### src/x86_predecode_pkg.sv
`default_nettype none

package x86_predecode_pkg;

  localparam int max_insn_len = 15;

  localparam int axi_addr_w = 9;
  localparam int axi_data_w = 32;
  localparam int axi_strb_w = axi_data_w / 8;
  localparam int table_words = 128;
  localparam logic [1:0] axi_resp_okay = 2'b00;

  // segment override codes
  localparam logic [2:0] seg_none = 3'd0;
  localparam logic [2:0] seg_es = 3'd1;
  localparam logic [2:0] seg_cs = 3'd2;
  localparam logic [2:0] seg_ss = 3'd3;
  localparam logic [2:0] seg_ds = 3'd4;
  localparam logic [2:0] seg_fs = 3'd5;
  localparam logic [2:0] seg_gs = 3'd6;

  typedef logic [9:0] table_index_t;  // {map, opcode}

  typedef enum logic [1:0] {
    one_byte,
    map_0f,
    map_0f38,
    map_0f3a
  } opmap_t;

  typedef enum logic [1:0] {
    rep_none,
    rep_repne,  // f2
    rep_rep     // f3
  } rep_t;

  typedef struct packed {
    logic has_modrm;
    logic has_imm;
    logic imm_is_8;
    logic reg_subcode;  // modrm.reg extends the opcode
  } attr_t;

  typedef struct packed {
    logic       opsize_ovr;
    logic       addr_ovr;  // reported only
    logic       lock;
    rep_t       rep;
    logic [2:0] seg;
    logic       rex_present;
    logic [3:0] rex_wrxb;
    opmap_t     map;
    logic [3:0] opcode_pos;  // byte index in window
    logic       no_opcode;
  } prefix_info_t;

  typedef struct packed {
    prefix_info_t prefixes;
    logic [7:0]   opcode;
    attr_t        attr;
    logic [7:0]   modrm;
    logic [7:0]   sib;
    logic         sib_present;
    logic [2:0]   disp_size;  // 0, 1 or 4
    logic [2:0]   imm_size;   // 0, 1, 2 or 4
    logic [4:0]   length;
    logic         bad;
  } insn_info_t;

endpackage

`default_nettype wire

### src/insn_field_merge.sv
`timescale 1ns/10ps
`default_nettype none

module insn_field_merge #(
  parameter int window_bytes = 16
) (
  input  wire logic                            clk,
  input  wire logic                            rst,
  input  wire logic [window_bytes*8-1:0]       in_bytes,
  input  wire logic                            in_valid,
  output logic                                 in_ready,
  input  wire x86_predecode_pkg::prefix_info_t info,
  output x86_predecode_pkg::table_index_t      lookup_index,
  input  wire x86_predecode_pkg::attr_t        lookup_attr,
  output logic                                 out_valid,
  input  wire logic                            out_ready,
  output x86_predecode_pkg::insn_info_t        out_insn
);
  import x86_predecode_pkg::*;

  logic [window_bytes*8-1:0] tail;  // window starting at the opcode
  logic [7:0]                opcode;
  logic [7:0]                modrm;
  logic [7:0]                sib;
  logic [1:0]                mod;
  logic [2:0]                rm;
  logic                      sib_present;
  logic [2:0]                disp_size;
  logic [2:0]                imm_size;
  logic [4:0]                length;
  logic                      started;
  insn_info_t                next_insn;

  assign tail = in_bytes >> {info.opcode_pos, 3'b000};
  assign opcode = tail[7:0];
  assign modrm = tail[15:8];
  assign sib = tail[23:16];
  assign mod = modrm[7:6];
  assign rm = modrm[2:0];

  assign lookup_index = {info.map, opcode};

  always_comb begin
    sib_present = 1'b0;
    disp_size = 3'd0;
    if (lookup_attr.has_modrm) begin
      sib_present = mod != 2'b11 && rm == 3'b100;
      case (mod)
        2'b00: begin
          if (rm == 3'b101 || (sib_present && sib[2:0] == 3'b101)) disp_size = 3'd4;
        end
        2'b01: disp_size = 3'd1;
        2'b10: disp_size = 3'd4;
        default: disp_size = 3'd0;  // register operand
      endcase
    end
  end

  always_comb begin
    imm_size = 3'd0;
    if (lookup_attr.has_imm) begin
      if (lookup_attr.imm_is_8) begin
        imm_size = 3'd1;
      end else if (info.opsize_ovr) begin
        imm_size = 3'd2;
      end else begin
        imm_size = 3'd4;
      end
    end
  end

  // worst case 26, fits in 5 bits
  assign length = 5'(info.opcode_pos) + 5'd1 + 5'(lookup_attr.has_modrm) +
                  5'(sib_present) + 5'(disp_size) + 5'(imm_size);

  always_comb begin
    next_insn.prefixes = info;
    next_insn.opcode = opcode;
    next_insn.attr = lookup_attr;
    next_insn.modrm = lookup_attr.has_modrm ? modrm : 8'h00;
    next_insn.sib = sib_present ? sib : 8'h00;
    next_insn.sib_present = sib_present;
    next_insn.disp_size = disp_size;
    next_insn.imm_size = imm_size;
    next_insn.length = length;
    next_insn.bad = info.no_opcode || length > 5'(max_insn_len);
  end

  assign in_ready = started && (!out_valid || out_ready);

  always_ff @(posedge clk) begin
    if (rst) begin
      started <= 1'b0;
      out_valid <= 1'b0;
    end else begin
      started <= 1'b1;
      if (in_ready) out_valid <= in_valid;
    end
  end

  always_ff @(posedge clk) begin
    if (in_valid && in_ready) out_insn <= next_insn;
  end

  a_out_hold: assert property (@(posedge clk) disable iff (rst)
    out_valid && !out_ready |=> out_valid && $stable(out_insn));

endmodule

`default_nettype wire

### config.mk
export PLATFORM = sky130hd
export DESIGN_NAME = insn_field_merge
export DESIGN_NICKNAME = d
export VERILOG_FILES = /design/src/x86_predecode_pkg.sv /design/src/insn_field_merge.sv
export SDC_FILE = /design/constraint.sdc
export NUM_CORES = 1
export LEC_CHECK = 0
export ABC_CLOCK_PERIOD_IN_PS = 5070
export BUFFER_PORTS_ARGS = -buffer_cell sky130_fd_sc_hd__buf_4
export CAP_MARGIN = 15
export CORE_MARGIN = 5
export CORE_UTILIZATION = 35
export CTS_CLUSTER_DIAMETER = 50
export DETAILED_ROUTE_END_ITERATION = 16
export HOLD_SLACK_MARGIN = 0.05
export SYNTH_ARGS = -nofsm -noshare
export SYNTH_HDL_FRONTEND = slang
export SYNTH_SLANG_ARGS = --single-unit
### constraint.sdc
create_clock -name clk -period 5.07 [get_ports clk]
set_input_delay 1.014 -clock clk [delete_from_list [all_inputs] [get_ports clk]]
set_output_delay 1.014 -clock clk [all_outputs]
set_load 0.05 [all_outputs]
==> run metrics <==
DP Worst Slack=-0.1556 ns; Power Internal=1.350 mW; power share of the clock group=33.7%; Detail Placement HPWL=13.49 mm; H-tree level count=3; Pwr Density=256.2 nW/um^2; total core area=14640 sq um; Worst Setup EP=out_insn[0]$_DFFE_PP_; GP Congestion=0.8895; initial core utilization=~36%; CTS Hold Bufs=0; Port Buf Inserts=around 230; Gates resized, CTS repair=0; final WL=16.47 mm; Psw=0.5821 mW; Tightest Pin Transition=just over 0.9 ns; fmax=204.4 MHz; largest area contributor in the netlist=edfxtp_1; net count after synthesis=548; ys flop type=edfxtp_1; Ant. Diodes=0; average cell area after synthesis=13.84 sq um; 1st-pass router iterations=4; worst r2r src=out_valid$_SDFFE_PP0P_; Synth Register Bits=62; share of the synthesized area in the top cell type=34.25%; first-pass GRT wire length=26.11 mm; CP max FO=18; post-route ant nets=0; fill cell count=1298; detailed-route vias per instance=5.583; CP endpoint kind=flip-flop; Worst Path Arrival=4.96 ns; worst path required time=a little over 5 ns; CTS tree=done; synth unique cells=50; final hold viol count=0; footprint of the multi-input gates=between 3000 and 4000 sq um; routed vias=4466; switching part of the total=a little under a third; Clock transition at path regs=0.05 ns; Tcrit/Tclk final=96.49%; gr ovfl total=0; Rows=44; Die Footprint=17580 sq um; Async SR Flop Fraction=0%; total CTS buffers=9; largest net degree at the start of global routing=34; Comb pwr share=34.8%; MaxCap Viol Count=0; setup violators final=0; post-CTS setup buffers=0; die width=132.6 um; fin worst setup slack=0.1781 ns; peak supply drop=134.2 uV; leakage power=3.160 nW; sequential share of power=31.5%; Critical Path Start=info[1]; Reg-to-Reg End=out_insn[2]$_DFFE_PP_; clk sink count=a little over 60; WL/cell=20.59 um; FF+latch area=1842 sq um; Reg2Reg Setup Slack=approximately 2.9 ns; final design utilization=between 50% and 60%; CP Class=in -> reg; worst-skew pair later-pin latency=between 0.3 and 0.4 ns; cell area after synthesis=5260 sq um; Hold Crit Class=reg -> reg; outcome=finished clean; CTS Buffer Depth=2; DR top layer=met4; slew margin rel.=approximately two fifths; GRT Total Usage=18.54%; min Tclk post-route=4.892 ns; Setup Skew=0.006146 ns; Synth warnings=0; Slew Limit Fails=0; clock root cell=clkbuf_16; layout cells sized above 1=60.88%; CP Launch Type=input pin; Final nets=between 700 and 800; met3 WL=1.213 mm; largest cells by area after synthesis=edfxtp_1 34%, mux4_2 32%, mux2i_1 4.2%; First DRT Iteration DRCs=~240; Cells after Synth=380; met1 WL=6.898 mm; number of enable flip-flop cells after synthesis=60; vias in the first global route=4795; RSZ-0062 raised after global routing=false; worst r2r path cells=4; metal2 WL=about 8.0 mm; Die Height=132.6 um; Seq/Total Area, Yosys=35.01%; drt drc=0; initial antenna violation count=0; I/O pin count=229; Layout area overhead=43.39%
[layout make-up]
cell class / instances / share of cell area, %
clock buffers: 10 / 3.036
clock inverters: 6 / 1.145
inverters: 15 / 0.7465
multi-input cells: 259 / 41.11
flip-flops and latches: 62 / 24.42
well taps: 184 / 3.052
repair buffers: 264 / 26.49
[worst min-delay path by stage]
stage                     slack, ns                endpoint                   start  cells after the start
after global placement         0.50  out_valid$_SDFFE_PP0P_  out_valid$_SDFFE_PP0P_                      2
after global routing           0.56  out_valid$_SDFFE_PP0P_  out_valid$_SDFFE_PP0P_                      2
after floorplan                0.56  out_valid$_SDFFE_PP0P_         started$_DFF_P_                      3
after CTS                      0.54  out_valid$_SDFFE_PP0P_  out_valid$_SDFFE_PP0P_                      2
final                          0.53  out_valid$_SDFFE_PP0P_  out_valid$_SDFFE_PP0P_                      2
after detailed placement       0.52  out_valid$_SDFFE_PP0P_  out_valid$_SDFFE_PP0P_                      2
[placed cells by master, fill, tap and decap left out, drive strengths merged, types with 2 or more instances in the layout]
cell / instances
a211o: 2
dfxtp: 2
clkbuf: 10
ha: 9
o21ai: 14
a21oi: 18
mux2i: 22
clkinv: 3
bufinv: 2
mux2: 14
a211oi: 9
a22o: 5
and2: 6
mux4: 77
nor2: 15
fa: 3
edfxtp: 60
o2bb2ai: 3
xnor2: 2
nand2: 20
a21o: 2
or2: 4
inv: 15
a311oi: 2
nor2b: 9
nor3: 6
buf: 264
a221oi: 3
[power by group through the flow]
stage	Clock (mW)	Sequential [mW]	Combinational, mW
after CTS	0.664	0.608	0.678
final	0.651	0.608	0.673
after global placement	0	0.618	0.664
after global routing	0.686	0.610	0.723
after detailed placement	0	0.619	0.675
after floorplan	0	0.707	0.342
[kinds of logic after synthesis]
family / Yosys count / share of synthesized area, %
buffers and inverters: 59 / 6.327
muxes: 113 / 40.37
and+or+nand+nor: 63 / 5.852
AOI/OAI and AO/OA: 67 / 8.587
DFF: 62 / 35.01
other: 1 / 0.07129
adders and majority gates: 12 / 3.283
xor gates and xnor gates: 3 / 0.4996
[sequential cells by signal, summed over array words and instances, names as in the netlist]
name / flops
out_valid: 1
started: 1
out_insn: 60
[worst max-delay path, cell delays in order]
cell      delay, ns
buf_6          0.19
mux4_2         0.52
mux4_2         0.52
a2111o_1       0.46
or2_1          0.22
ha_1           0.31
fa_1           0.49
inv_1          0.05
ha_2           0.17
fa_2           0.34
a21o_1         0.18
a21oi_2        0.13
xnor2_1        0.09
or2_2          0.27
[per-layer routing]
| layer | vias up | GRT usage, % |
|---|---|---|
| met5 | - | 0 |
| met4 | 0 | 5.370 |
| li1 | 2017 | - |
| met3 | 20 | 4.556 |
| met2 | 209 | 30.18 |
| met1 | 2220 | 24.78 |
[stage by stage]
stage / hold WS [ns] / instance area [sq um] / cells / setup TNS (ns) / power [mW]
CTS: 0.5364 / 7542 / 800 / 0 / 1.951
detailed placement: 0.5196 / 7227 / 784 / -0.1556 / 1.294
floorplan: 0.5588 / 5276 / 380 / 0 / 1.049
global route: 0.5648 / 7542 / 800 / 0 / 2.019
global placement: 0.5012 / 7227 / 784 / -0.1010 / 1.283
finish: 0.5316 / 7542 / 800 / 0 / 1.932
[cells in the mapped netlist, drive strengths merged, types with 2 or more instances]
library cell / instances
a211oi: 9
mux2i: 22
mux4: 77
mux2: 14
ha: 9
o21ai: 14
nor3: 6
a21o: 2
clkbuf: 11
or2: 4
a21oi: 18
and2: 6
inv: 15
a22o: 5
nand2: 20
dfxtp: 2
edfxtp: 60
nor2: 15
buf: 33
a211o: 2
xnor2: 2
o2bb2ai: 3
nor2b: 9
a311oi: 2
fa: 3
a221oi: 3
No activity file was read; power rests on OpenSTA's default activity.
