**config.mk**
```make
export PLATFORM = sky130hd
export DESIGN_NAME = prefix_scanner
export DESIGN_NICKNAME = d
export VERILOG_FILES = /design/src/x86_predecode_pkg.sv /design/src/prefix_scanner.sv
export SDC_FILE = /design/constraint.sdc
export NUM_CORES = 1
export LEC_CHECK = 0
export ABC_AREA = 1
export ABC_CLOCK_PERIOD_IN_PS = 4800
export BUFFER_PORTS_ARGS = -buffer_cell sky130_fd_sc_hd__buf_4
export CAP_MARGIN = 20
export CORE_ASPECT_RATIO = 0.9
export CORE_MARGIN = 3
export CORE_UTILIZATION = 45
export DETAILED_ROUTE_END_ITERATION = 8
export PLACE_DENSITY = 0.72
export RECOVER_POWER = 100
export SLEW_MARGIN = 15
export SYNTH_ARGS = -nofsm -noshare
export SYNTH_HDL_FRONTEND = slang
export SYNTH_SLANG_ARGS = --single-unit
```
**constraint.sdc**
```tcl
create_clock -name vclk -period 4.8
set_input_delay 0.96 -clock vclk [all_inputs]
set_output_delay 0.96 -clock vclk [all_outputs]
set_load 0.1 [all_outputs]
```
**src/x86_predecode_pkg.sv**
```systemverilog
`default_nettype none

package x86_predecode_pkg;

  localparam int max_insn_len = 15;

  localparam int axi_addr_w = 9;
  localparam int axi_data_w = 32;
  localparam int axi_strb_w = axi_data_w / 8;
  localparam int table_words = 128;
  localparam logic [1:0] axi_resp_okay = 2'b00;

  // segment override codes
  localparam logic [2:0] seg_none = 3'd0;
  localparam logic [2:0] seg_es = 3'd1;
  localparam logic [2:0] seg_cs = 3'd2;
  localparam logic [2:0] seg_ss = 3'd3;
  localparam logic [2:0] seg_ds = 3'd4;
  localparam logic [2:0] seg_fs = 3'd5;
  localparam logic [2:0] seg_gs = 3'd6;

  typedef logic [9:0] table_index_t;  // {map, opcode}

  typedef enum logic [1:0] {
    one_byte,
    map_0f,
    map_0f38,
    map_0f3a
  } opmap_t;

  typedef enum logic [1:0] {
    rep_none,
    rep_repne,  // f2
    rep_rep     // f3
  } rep_t;

  typedef struct packed {
    logic has_modrm;
    logic has_imm;
    logic imm_is_8;
    logic reg_subcode;  // modrm.reg extends the opcode
  } attr_t;

  typedef struct packed {
    logic       opsize_ovr;
    logic       addr_ovr;  // reported only
    logic       lock;
    rep_t       rep;
    logic [2:0] seg;
    logic       rex_present;
    logic [3:0] rex_wrxb;
    opmap_t     map;
    logic [3:0] opcode_pos;  // byte index in window
    logic       no_opcode;
  } prefix_info_t;

  typedef struct packed {
    prefix_info_t prefixes;
    logic [7:0]   opcode;
    attr_t        attr;
    logic [7:0]   modrm;
    logic [7:0]   sib;
    logic         sib_present;
    logic [2:0]   disp_size;  // 0, 1 or 4
    logic [2:0]   imm_size;   // 0, 1, 2 or 4
    logic [4:0]   length;
    logic         bad;
  } insn_info_t;

endpackage

`default_nettype wire

```
**src/prefix_scanner.sv**
```systemverilog
`timescale 1ns/10ps
`default_nettype none

module prefix_scanner #(
  parameter int window_bytes = 16
) (
  input  wire logic [window_bytes*8-1:0]  in_bytes,
  output x86_predecode_pkg::prefix_info_t info
);
  import x86_predecode_pkg::*;

  logic [7:0]              lane [window_bytes];
  logic [window_bytes-1:0] is_legacy;
  logic [window_bytes-1:0] is_rex;
  logic [window_bytes-1:0] is_esc;
  logic [window_bytes-1:0] is_esc38;
  logic [window_bytes-1:0] is_esc3a;
  logic [window_bytes-1:0] esc38_next;
  logic [window_bytes-1:0] esc3a_next;

  for (genvar i = 0; i < window_bytes; i++) begin : g_lane
    assign lane[i] = in_bytes[8*i +: 8];
    assign is_legacy[i] = lane[i] inside {8'h66, 8'h67, 8'hf0, 8'hf2, 8'hf3,
                                          8'h2e, 8'h36, 8'h3e, 8'h26, 8'h64, 8'h65};
    assign is_rex[i] = lane[i][7:4] == 4'h4;
    if (i == 0) begin : g_head
      assign is_esc38[i] = 1'b0;
      assign is_esc3a[i] = 1'b0;
    end else begin : g_tail
      assign is_esc38[i] = lane[i-1] == 8'h0f && lane[i] == 8'h38;
      assign is_esc3a[i] = lane[i-1] == 8'h0f && lane[i] == 8'h3a;
    end
    assign is_esc[i] = lane[i] == 8'h0f;
  end

  // second escape byte seen from the 0f lane
  assign esc38_next = is_esc38 >> 1;
  assign esc3a_next = is_esc3a >> 1;

  always_comb begin
    int first;
    int pos;
    first = window_bytes;  // none found
    for (int i = window_bytes - 1; i >= 0; i--) begin
      if (!is_legacy[i] && !is_rex[i]) first = i;
    end
    info = '0;
    pos = first;
    for (int i = 0; i < window_bytes; i++) begin
      if (i < first) begin
        case (lane[i])
          8'h66: info.opsize_ovr = 1'b1;
          8'h67: info.addr_ovr = 1'b1;
          8'hf0: info.lock = 1'b1;
          8'hf2: info.rep = rep_repne;
          8'hf3: info.rep = rep_rep;
          8'h26: info.seg = seg_es;
          8'h2e: info.seg = seg_cs;
          8'h36: info.seg = seg_ss;
          8'h3e: info.seg = seg_ds;
          8'h64: info.seg = seg_fs;
          8'h65: info.seg = seg_gs;
          default: ;
        endcase
      end
      if (i + 1 == first && is_rex[i]) begin  // rex must touch opcode or escape
        info.rex_present = 1'b1;
        info.rex_wrxb = lane[i][3:0];
      end
      if (i == first && is_esc[i]) begin
        info.map = map_0f;
        pos = i + 1;
        if (esc38_next[i]) begin
          info.map = map_0f38;
          pos = i + 2;
        end else if (esc3a_next[i]) begin
          info.map = map_0f3a;
          pos = i + 2;
        end
      end
    end
    info.opcode_pos = 4'(pos);
    info.no_opcode = pos > window_bytes - 3;  // modrm and sib must fit
  end

endmodule

`default_nettype wire

```
==> impl_metrics.toml, run 1 <==
[synthesis]
synth_top_family_by_area = "simple AND/OR/NAND/NOR gates"
synth_nets = 1488
yosysTopAreaCellShare_pct = 20.60
seq_area_frac_synth_pct = 0
yosysWarnings = 0
avgSynthCellArea_sq_um = 4.637
synth_compound_area_share_pct = 19.21
synth_area_leaders = "nand2_1, inv_1, nor2_1, nand3_1, nor3_1"
ys_types = 59
synthMuxAreaShare_pct = 0.1587
synthCells = 1360
synth_xor_area_share_pct = 0
synthAdderAreaFrac_pct = 0
synth_top_area_cell = "nand2_1"
syn-cell-area_sq_um = 6306
yosys.area_share.simple_pct = 63.49

[placed_design]
hpwl_um = 31470
gp_congestion = 1.176
port_buffers = 148

[run_status]
stop_error = "[ERROR DPL-0038] Utilization greater than 100%, impossible to legalize"
lastStage = "clock tree synthesis (4_1_cts)"
outcome = "did not finish"

[floorplanning]
num_io_pins = 148
start_util_pct = 46.67
die_y_um = 118.3
dieWidth_um = 130.8
rows = 40

[cts]
postCtsSetupBuffers = 126
ctsHoldBuffers = 0
cts-resized-gates = 293
-- cell families after synthesis --
family | after synthesis
buffers and inverters | 284
and+or+nand+nor | 892
muxes | 1
AOI/OAI and AO/OA | 183
-- stage by stage --
step,std cells,TNS [ps],area [sq um],setup slack [ps]
3_3_place_gp,2152,-18760,11680,-1256
3_5_place_dp,2152,-20090,11680,-1327
2_1_floorplan,1360,-2823,6760,-557.1
-- synthesized netlist by cell type, types with 3 or more instances --
cell type,count
a211oi_1,5
a311oi_1,3
o211ai_1,13
o2111ai_1,9
nor3_1,74
o21ai_0,46
a221oi_1,10
nand3_1,112
a31oi_1,6
nor2_1,233
o221ai_1,4
buf_2,5
nor3_2,4
nand3_2,3
nand2_4,3
nand2_1,346
inv_2,29
nor3b_1,3
nand4_1,45
nor2_2,13
a21oi_1,40
o31ai_1,8
o22ai_1,9
inv_1,242
o41ai_1,3
clkbuf_1,4
o32ai_1,4
nor4_1,34
a32o_1,3
nand2_2,7
==> inputs of run 2 (changes only) <==
Settings changed: ABC_CLOCK_PERIOD_IN_PS 4800 to 6250, CORE_ASPECT_RATIO 0.9 to default, CORE_UTILIZATION 45 to 30, PLACE_DENSITY 0.72 to default, PLACE_DENSITY_LB_ADDON from default to 0.15.
Clock period 4.8 ns to 6.25 ns, I/O delays scaled along.
==> run 2 against run 1 <==
Net effect: the flow now finishes, with violations (negative setup slack); area after synthesis did not move; synthesized cell count stayed put.
==> impl_metrics.toml, run 2 <==
[power]
p_int_uw = 240.8
switchingPower_uw = 254.8
sw_frac_of_total_pct = 51.41
p_clk_share_pct = 0
p_leak_nw = 7.366
pwr-share-seq_pct = 0
finalPower_uw = 495.6
ir_worst_vdd_uv = 28.75
share_comb_of_total_power_pct = 100.0
powerDensity_nw_per_um2 = 34.85

[layout]
nClkBuffers = 0
finalInstanceArea_sq_um = 14220
seq_cells = 0
final_nets = 2221
fin_cells = 2361
ff_latch_area_sq_um = 0
final_cell_mix = "buf_4, nand2_1, inv_1, nor2_1, nand3_1"
antenna_cells = 0
final_common_cell = "buf_4"
synthToLayoutAreaGrowth_pct = 125.5
drive_gt1_share_pct = 53.08

[critical_path]
cp-start-kind = "primary input"
cp.arrival_ps = 5300
cp-end-kind = "primary output"
cpPeakStageDelay_ps = 540
criticalPathCategory = "primary input to primary output"
critPathMostFrequentCell = "nand2_1"
slowest_stage = "or4_4"
worstPathMaxFanout = 5
required_ps = 5000

[drt]
first_iter_violations = 1208
routed_via_density = 5.382
vias = 12710
drt-total-wl_um = 41420
topRoutingLayerUsed = "met5"
wl_met2_um = 18500
drt_pass1_iterations = 6
drc = 0
met1_length_um = 16880
antenna_left = 0
met3_wirelength_um = 4399
detail_route.wl_per_cell_um = 17.54

[sta]
period_share_pct = 104.8
rsz0062_at_grt = "yes"
maxSlewViolCount = 0
relSlewSlack_pct = 30.52
finalSetupTns_ps = -1384
max_freq_mhz = 152.7
hold_viol = 0
fin_crit_ps = 6549
tightest_slew_ps = 1033
setup_ws_ps = -298.6
setup_violations = 10

[run_status]
outcome = "finished with violations"
violations = "negative setup slack"

[synthesis]
ys_types = 59
syn-cell-area_sq_um = 6306
synth_common_cells = "nand2_1, inv_1, nor2_1"
synth_top_area_cell = "nand2_1"
seq_area_frac_synth_pct = 0
avgSynthCellArea_sq_um = 4.637
yosysWarnings = 0
synthCells = 1360
yosysTopAreaCellShare_pct = 20.60
synth_nets = 1488
synth.most_common_cell = "nand2_1"
synth_area_leaders = "nand2_1, inv_1, nor2_1, nand3_1, nor3_1"

[floorplanning]
rows = 52
num_io_pins = 148
die_y_um = 151.0
core_sq_um = 20430
start_util_pct = 30.87
dieWidth_um = 151.0
die-area_sq_um = 22800

[placed_design]
pre_cts_slack_ps = -628.8
gp_congestion = 1.111
port_buffers = 148
post_dp_cell_area_sq_um = 11220
hpwl_um = 31680
dpl.cell_count = 2232

[grt]
grt_pass1_vias = 11600
grt-ovfl-total = 0
grt_max_degree = 11
grt_usage_pct = 32.52
antenna_found_initial = 1
grt_first_pass_wirelength_um = 59460

[cts]
ctsHoldBuffers = 0

[min_path]
hold_path.class = "primary input to primary output"

[run]
cap_violations = 0
run 2: final timing paths:
kind                  cells past startpoint  slack (ps)     startpoint       end
worst max-delay path                     30        -300   in_bytes[95]  info[11]
worst min-delay path                      5        3010  in_bytes[123]  info[10]
run 2: stage by stage:
| stage | hold slack [ps] | utilization (%) |
|---|---|---|
| after floorplan | 2925 | - |
| after global placement | 2990 | 54.92 |
| after detailed placement | 2991 | 54.92 |
| after CTS | 2973 | 61.09 |
| after global routing | 3022 | 69.61 |
| final | 3015 | 69.61 |
run 2: logic make-up (layout without fill, tap and decap cells):
| group | count (synthesis) | count (layout) | share of synthesized area, % |
|---|---|---|---|
| and+or+nand+nor | 892 | 892 | 63.49 |
| buffers and inverters | 284 | 1015 | 17.14 |
| AOI/OAI and AO/OA | 183 | 183 | 19.21 |
| muxes | 1 | 1 | 0.1587 |
run 2: area by class of cell:
type | count | area [sq um]
inverter | 274 | 1087
fill | 1733 | 6208
multi-input combinational | 1076 | 6843
tap | 270 | 337.8
timing repair buffer | 741 | 5953
run 2: repair_timing:
item | CTS | global route
setup endpoints to repair | 17 | 20
resized for setup | 170 | 362
cloned | 0 | 0
setup buffers | 86 | 52
pin swaps | 54 | 160
run 2: layer usage:
metal | track usage [%] | vias up
li1 | - | 6001
met1 | 45.87 | 5786
met2 | 52.27 | 769
met3 | 4.309 | 150
met4 | 8.160 | 2
met5 | 0 | -
run 2: power groups by stage:
stage | Sequential, mW | Clock [mW] | Combinational [mW]
floorplan | 0 | 0 | 0.121
global placement | 0 | 0 | 0.385
detailed placement | 0 | 0 | 0.387
CTS | 0 | 0 | 0.423
global route | 0 | 0 | 0.527
finish | 0 | 0 | 0.496
run 2: critical path: cells and delay by family:
family	cells	cell delay (ps)
buffers and inverters	7	720
AND/OR/NAND/NOR	23	3330
(Power assumes the default switching activity.)
==> inputs of run 3 (changes only) <==
Settings changed: CORE_ASPECT_RATIO from default to 1.2.
==> run 3 against run 2 <==
Net effect: the run still ends with negative setup slack left; critical path depth rose by 16; design area fell by 10%; maximum frequency rose by 1.3%; routed wire length fell by 9.8%; hold slack got worse by 21 ps; critical endpoint is now info[16].
==> impl_metrics.toml, run 3 (synthesized netlist as in run 2, its figures left out) <==
[placed_design]
hpwl_um = 31160
port_buffers = 148
pre_cts_slack_ps = -513.5
gp_congestion = 1.048
post_dp_cell_area_sq_um = 11030

[power]
finalPower_uw = 442.6
p_leak_nw = 6.633
ir_worst_vdd_uv = 29.34
powerDensity_nw_per_um2 = 34.76

[drt]
drc = 0
drt-total-wl_um = 37370
vias = 11650
detail_route.wl_per_cell_um = 16.70
first_iter_violations = 776
routed_via_density = 5.204
drt_pass1_iterations = 5
antenna_left = 0

[critical_path]
cp_num_buf_inv = 8
worstPathMaxFanout = 5
required_ps = 5000
cp-end-kind = "primary output"
cp.arrival_ps = 5210
cpPeakStageDelay_ps = 250
criticalPathCategory = "primary input to primary output"
slowest_stage = "o31ai_2"
cp_top_family = "simple AND/OR/NAND/NOR gates"
cp-start-kind = "primary input"
critPathMostFrequentCell = "nand2_1"

[layout]
final_common_cell = "buf_4"
synthToLayoutAreaGrowth_pct = 101.9
ff_latch_area_sq_um = 0
nClkBuffers = 0
drive_gt1_share_pct = 46.12
postLayoutCoreUtil_pct = 62.20
antenna_cells = 0
final_cell_mix = "buf_4, nand2_1, inv_1, nor2_1, nand3_1"
finalInstanceArea_sq_um = 12730
seq_cells = 0
final_nets = 2103

[floorplanning]
core_sq_um = 20470
start_util_pct = 30.81
die_y_um = 164.8
num_io_pins = 148
die-area_sq_um = 22800
dieWidth_um = 138.4
rows = 57

[run_status]
outcome = "finished with violations"
violations = "negative setup slack"

[sta]
tightest_slew_ps = 942.6
hold_viol = 0
relSlewSlack_pct = 36.58
setup_violations = 9
fin_crit_ps = 6463
setup_ws_ps = -212.7
rsz0062_at_grt = "yes"
period_share_pct = 103.4
max_freq_mhz = 154.7
maxSlewViolCount = 0

[grt]
antenna_found_initial = 0
grt_pass1_vias = 11190
grt_usage_pct = 29.53
grt_first_pass_wirelength_um = 55230
grt_max_degree = 11
grt-ovfl-total = 0

[min_path]
hold_path.class = "primary input to primary output"

[run]
cap_violations = 0
[run 3: changes by cell type in the layout (fill, tap and decap cells not counted), moves of 10 or more]
cell / before / now
buf_4: 671 / 580
buf_6: 52 / 22
nor2_1: 170 / 197
nor2_4: 37 / 20
nor3_1: 49 / 65
inv_1: 213 / 228
nor3_2: 20 / 9
inv_2: 44 / 34
nand2_4: 27 / 17
nor2_2: 40 / 30
[run 3: final cells by class]
class	instances	area, sq um
Inverter	274	1061
Timing Repair Buffer	623	4975
Fill cell	1980	7736
Tap cell	265	331.6
Multi-Input combinational cell	1076	6365
[run 3: metrics by stage]
stage	std cells	TNS [ps]	hold slack [ps]
global route	2238	-4783	3024
global placement	2201	-3891	3014
floorplan	1360	-157.2	2925
detailed placement	2201	-3478	3011
CTS	2214	-436.5	2964
finish	2238	-1108	2994
[run 3: path summary, 6_finish.rpt]
path | endpoint | slack [ps] | cells after the start | start
worst max-delay path | info[16] | -210 | 46 | in_bytes[112]
worst min-delay path | info[7] | 2990 | 4 | in_bytes[112]
[run 3: report_power, final]
part	switching (mW)	internal, mW	total (mW)
Sequential	0	0	0
Clock	0	0	0
Combinational	0.227	0.215	0.443
Total	0.227	0.215	0.443
[run 3: metal layers]
layer	up-vias	wire, um	track usage (%)
li1	5752	-	-
met1	5310	14250	32.45
met2	441	18510	55.04
met3	143	1889	2.664
met4	0	2726	18.10
met5	-	0	0
[run 3: timing repair]
item,in CTS,in global routing
resized for setup,137,231
pin swaps,50,122
endpoints found under the setup margin,16,20
buffers inserted,13,25
hold buffers,0,0
==> inputs of run 4 (changes only) <==
Settings changed: PLACE_DENSITY_LB_ADDON 0.15 to default.
==> run 4 against run 3 <==
Net effect: the run still ends with negative setup slack left; die area did not move; largest power group unchanged; non-clock buffer count is 13 higher; power grew 0.48%; worst setup slack got worse by 110 ps; design area grew 2.6%; global-route usage up 2.2 points; clock-buffer cell count stayed put.
==> impl_metrics.toml, run 4 (synthesized netlist as in run 2, its figures left out) <==
[run_status]
outcome = "finished with violations"
violations = "negative setup slack"

[critical_path]
criticalPathCategory = "primary input to primary output"
worstPathMaxFanout = 3
slowest_stage = "or4_4"
required_ps = 5000
cp_num_buf_inv = 8
cpPeakStageDelay_ps = 540
critPathMostFrequentCell = "nand2_2"
cp.arrival_ps = 5330
cp-end-kind = "primary output"
cp-start-kind = "primary input"
cp_top_family = "simple AND/OR/NAND/NOR gates"

[floorplanning]
num_io_pins = 148
die-area_sq_um = 22800
start_util_pct = 30.81
rows = 57
die_y_um = 164.8
dieWidth_um = 138.4
core_sq_um = 20470

[drt]
vias = 12110
antenna_left = 0
first_iter_violations = 993
drc = 0
drt_pass1_iterations = 8
routed_via_density = 5.380
detail_route.wl_per_cell_um = 17.64
drt-total-wl_um = 39700

[layout]
ff_latch_area_sq_um = 0
final_nets = 2116
nClkBuffers = 0
antenna_cells = 0
finalInstanceArea_sq_um = 13060
nFillCells = 1887
synthToLayoutAreaGrowth_pct = 107.1
final_common_cell = "buf_4"
final_cell_mix = "buf_4, nand2_1, inv_1, nor2_1, nand3_1"
drive_gt1_share_pct = 47.58
multi_input_area_sq_um = 6510
seq_cells = 0

[placed_design]
port_buffers = 148
hpwl_um = 32490
gp_congestion = 1.081
post_dp_cell_area_sq_um = 10990

[sta]
rsz0062_at_grt = "yes"
period_share_pct = 105.2
fin_crit_ps = 6575
relSlewSlack_pct = 31.03
setup_violations = 12
setup_ws_ps = -325.4
max_freq_mhz = 152.1
maxSlewViolCount = 0
hold_ws_ps = 2960
hold_viol = 0
tightest_slew_ps = 1025

[power]
p_leak_nw = 6.776
pwr-share-seq_pct = 0
powerDensity_nw_per_um2 = 34.05
p_clk_share_pct = 0
switchingPower_uw = 231.2
share_comb_of_total_power_pct = 100.0
p_int_uw = 213.5
ir_worst_vdd_uv = 32.68
sw_frac_of_total_pct = 51.98

[run]
cap_violations = 0

[grt]
grt-ovfl-total = 0
grt_first_pass_wirelength_um = 58550
grt_usage_pct = 31.70
grt_max_degree = 11
antenna_found_initial = 0
grt_pass1_vias = 11620

[min_path]
hold_path.class = "primary input to primary output"
## run 4: cell type report
type | instances | area share (%)
inverters | 274 | 8.316
multi-input cells | 1076 | 49.85
well taps | 265 | 2.539
repair buffers | 636 | 39.30
## run 4: final timing paths
kind                 startpoint  endpoint  depth (start not counted)
setup / recovery  in_bytes[118]  info[11]                         35
hold / removal    in_bytes[114]   info[9]                          4
## run 4: metal layers
| layer | part of all wire (%) | global-route usage, % | vias up | wire [um] |
|---|---|---|---|---|
| met5 | 0 | 0 | - | 0 |
| met4 | 7.9 | 19.05 | 0 | 3150 |
| met3 | 7.4 | 4.547 | 197 | 2951 |
| met2 | 50 | 60.39 | 610 | 19850 |
| met1 | 35 | 32.95 | 5521 | 13750 |
| li1 | - | - | 5783 | - |
## run 4: per-stage QoR
stage / cells / TNS (ps) / power (mW) / utilization (%) / setup slack (ps)
floorplan: 1360 / -157.2 / 0.1212 / - / -157.2
global placement: 2193 / -5158 / 0.3741 / 53.67 / -783.9
detailed placement: 2193 / -5638 / 0.3772 / 53.67 / -790.6
CTS: 2226 / -2354 / 0.3971 / 57.49 / -409.3
global route: 2251 / -5434 / 0.4774 / 63.81 / -618.9
finish: 2251 / -1868 / 0.4447 / 63.81 / -325.4
## run 4: what timing repair did
item / CTS / global route
hold endpoints to repair: 0 / 0
buffers inserted: 33 / 30
endpoints found under the setup margin: 19 / 20
pin swaps: 48 / 116
resized for setup: 144 / 282
hold buffers: 0 / 0
## run 4: power by group through the flow
| stage | registers (mW) | clock network [mW] | logic [mW] |
|---|---|---|---|
| floorplan | 0 | 0 | 0.121 |
| global placement | 0 | 0 | 0.374 |
| detailed placement | 0 | 0 | 0.377 |
| CTS | 0 | 0 | 0.397 |
| global route | 0 | 0 | 0.477 |
| finish | 0 | 0 | 0.445 |
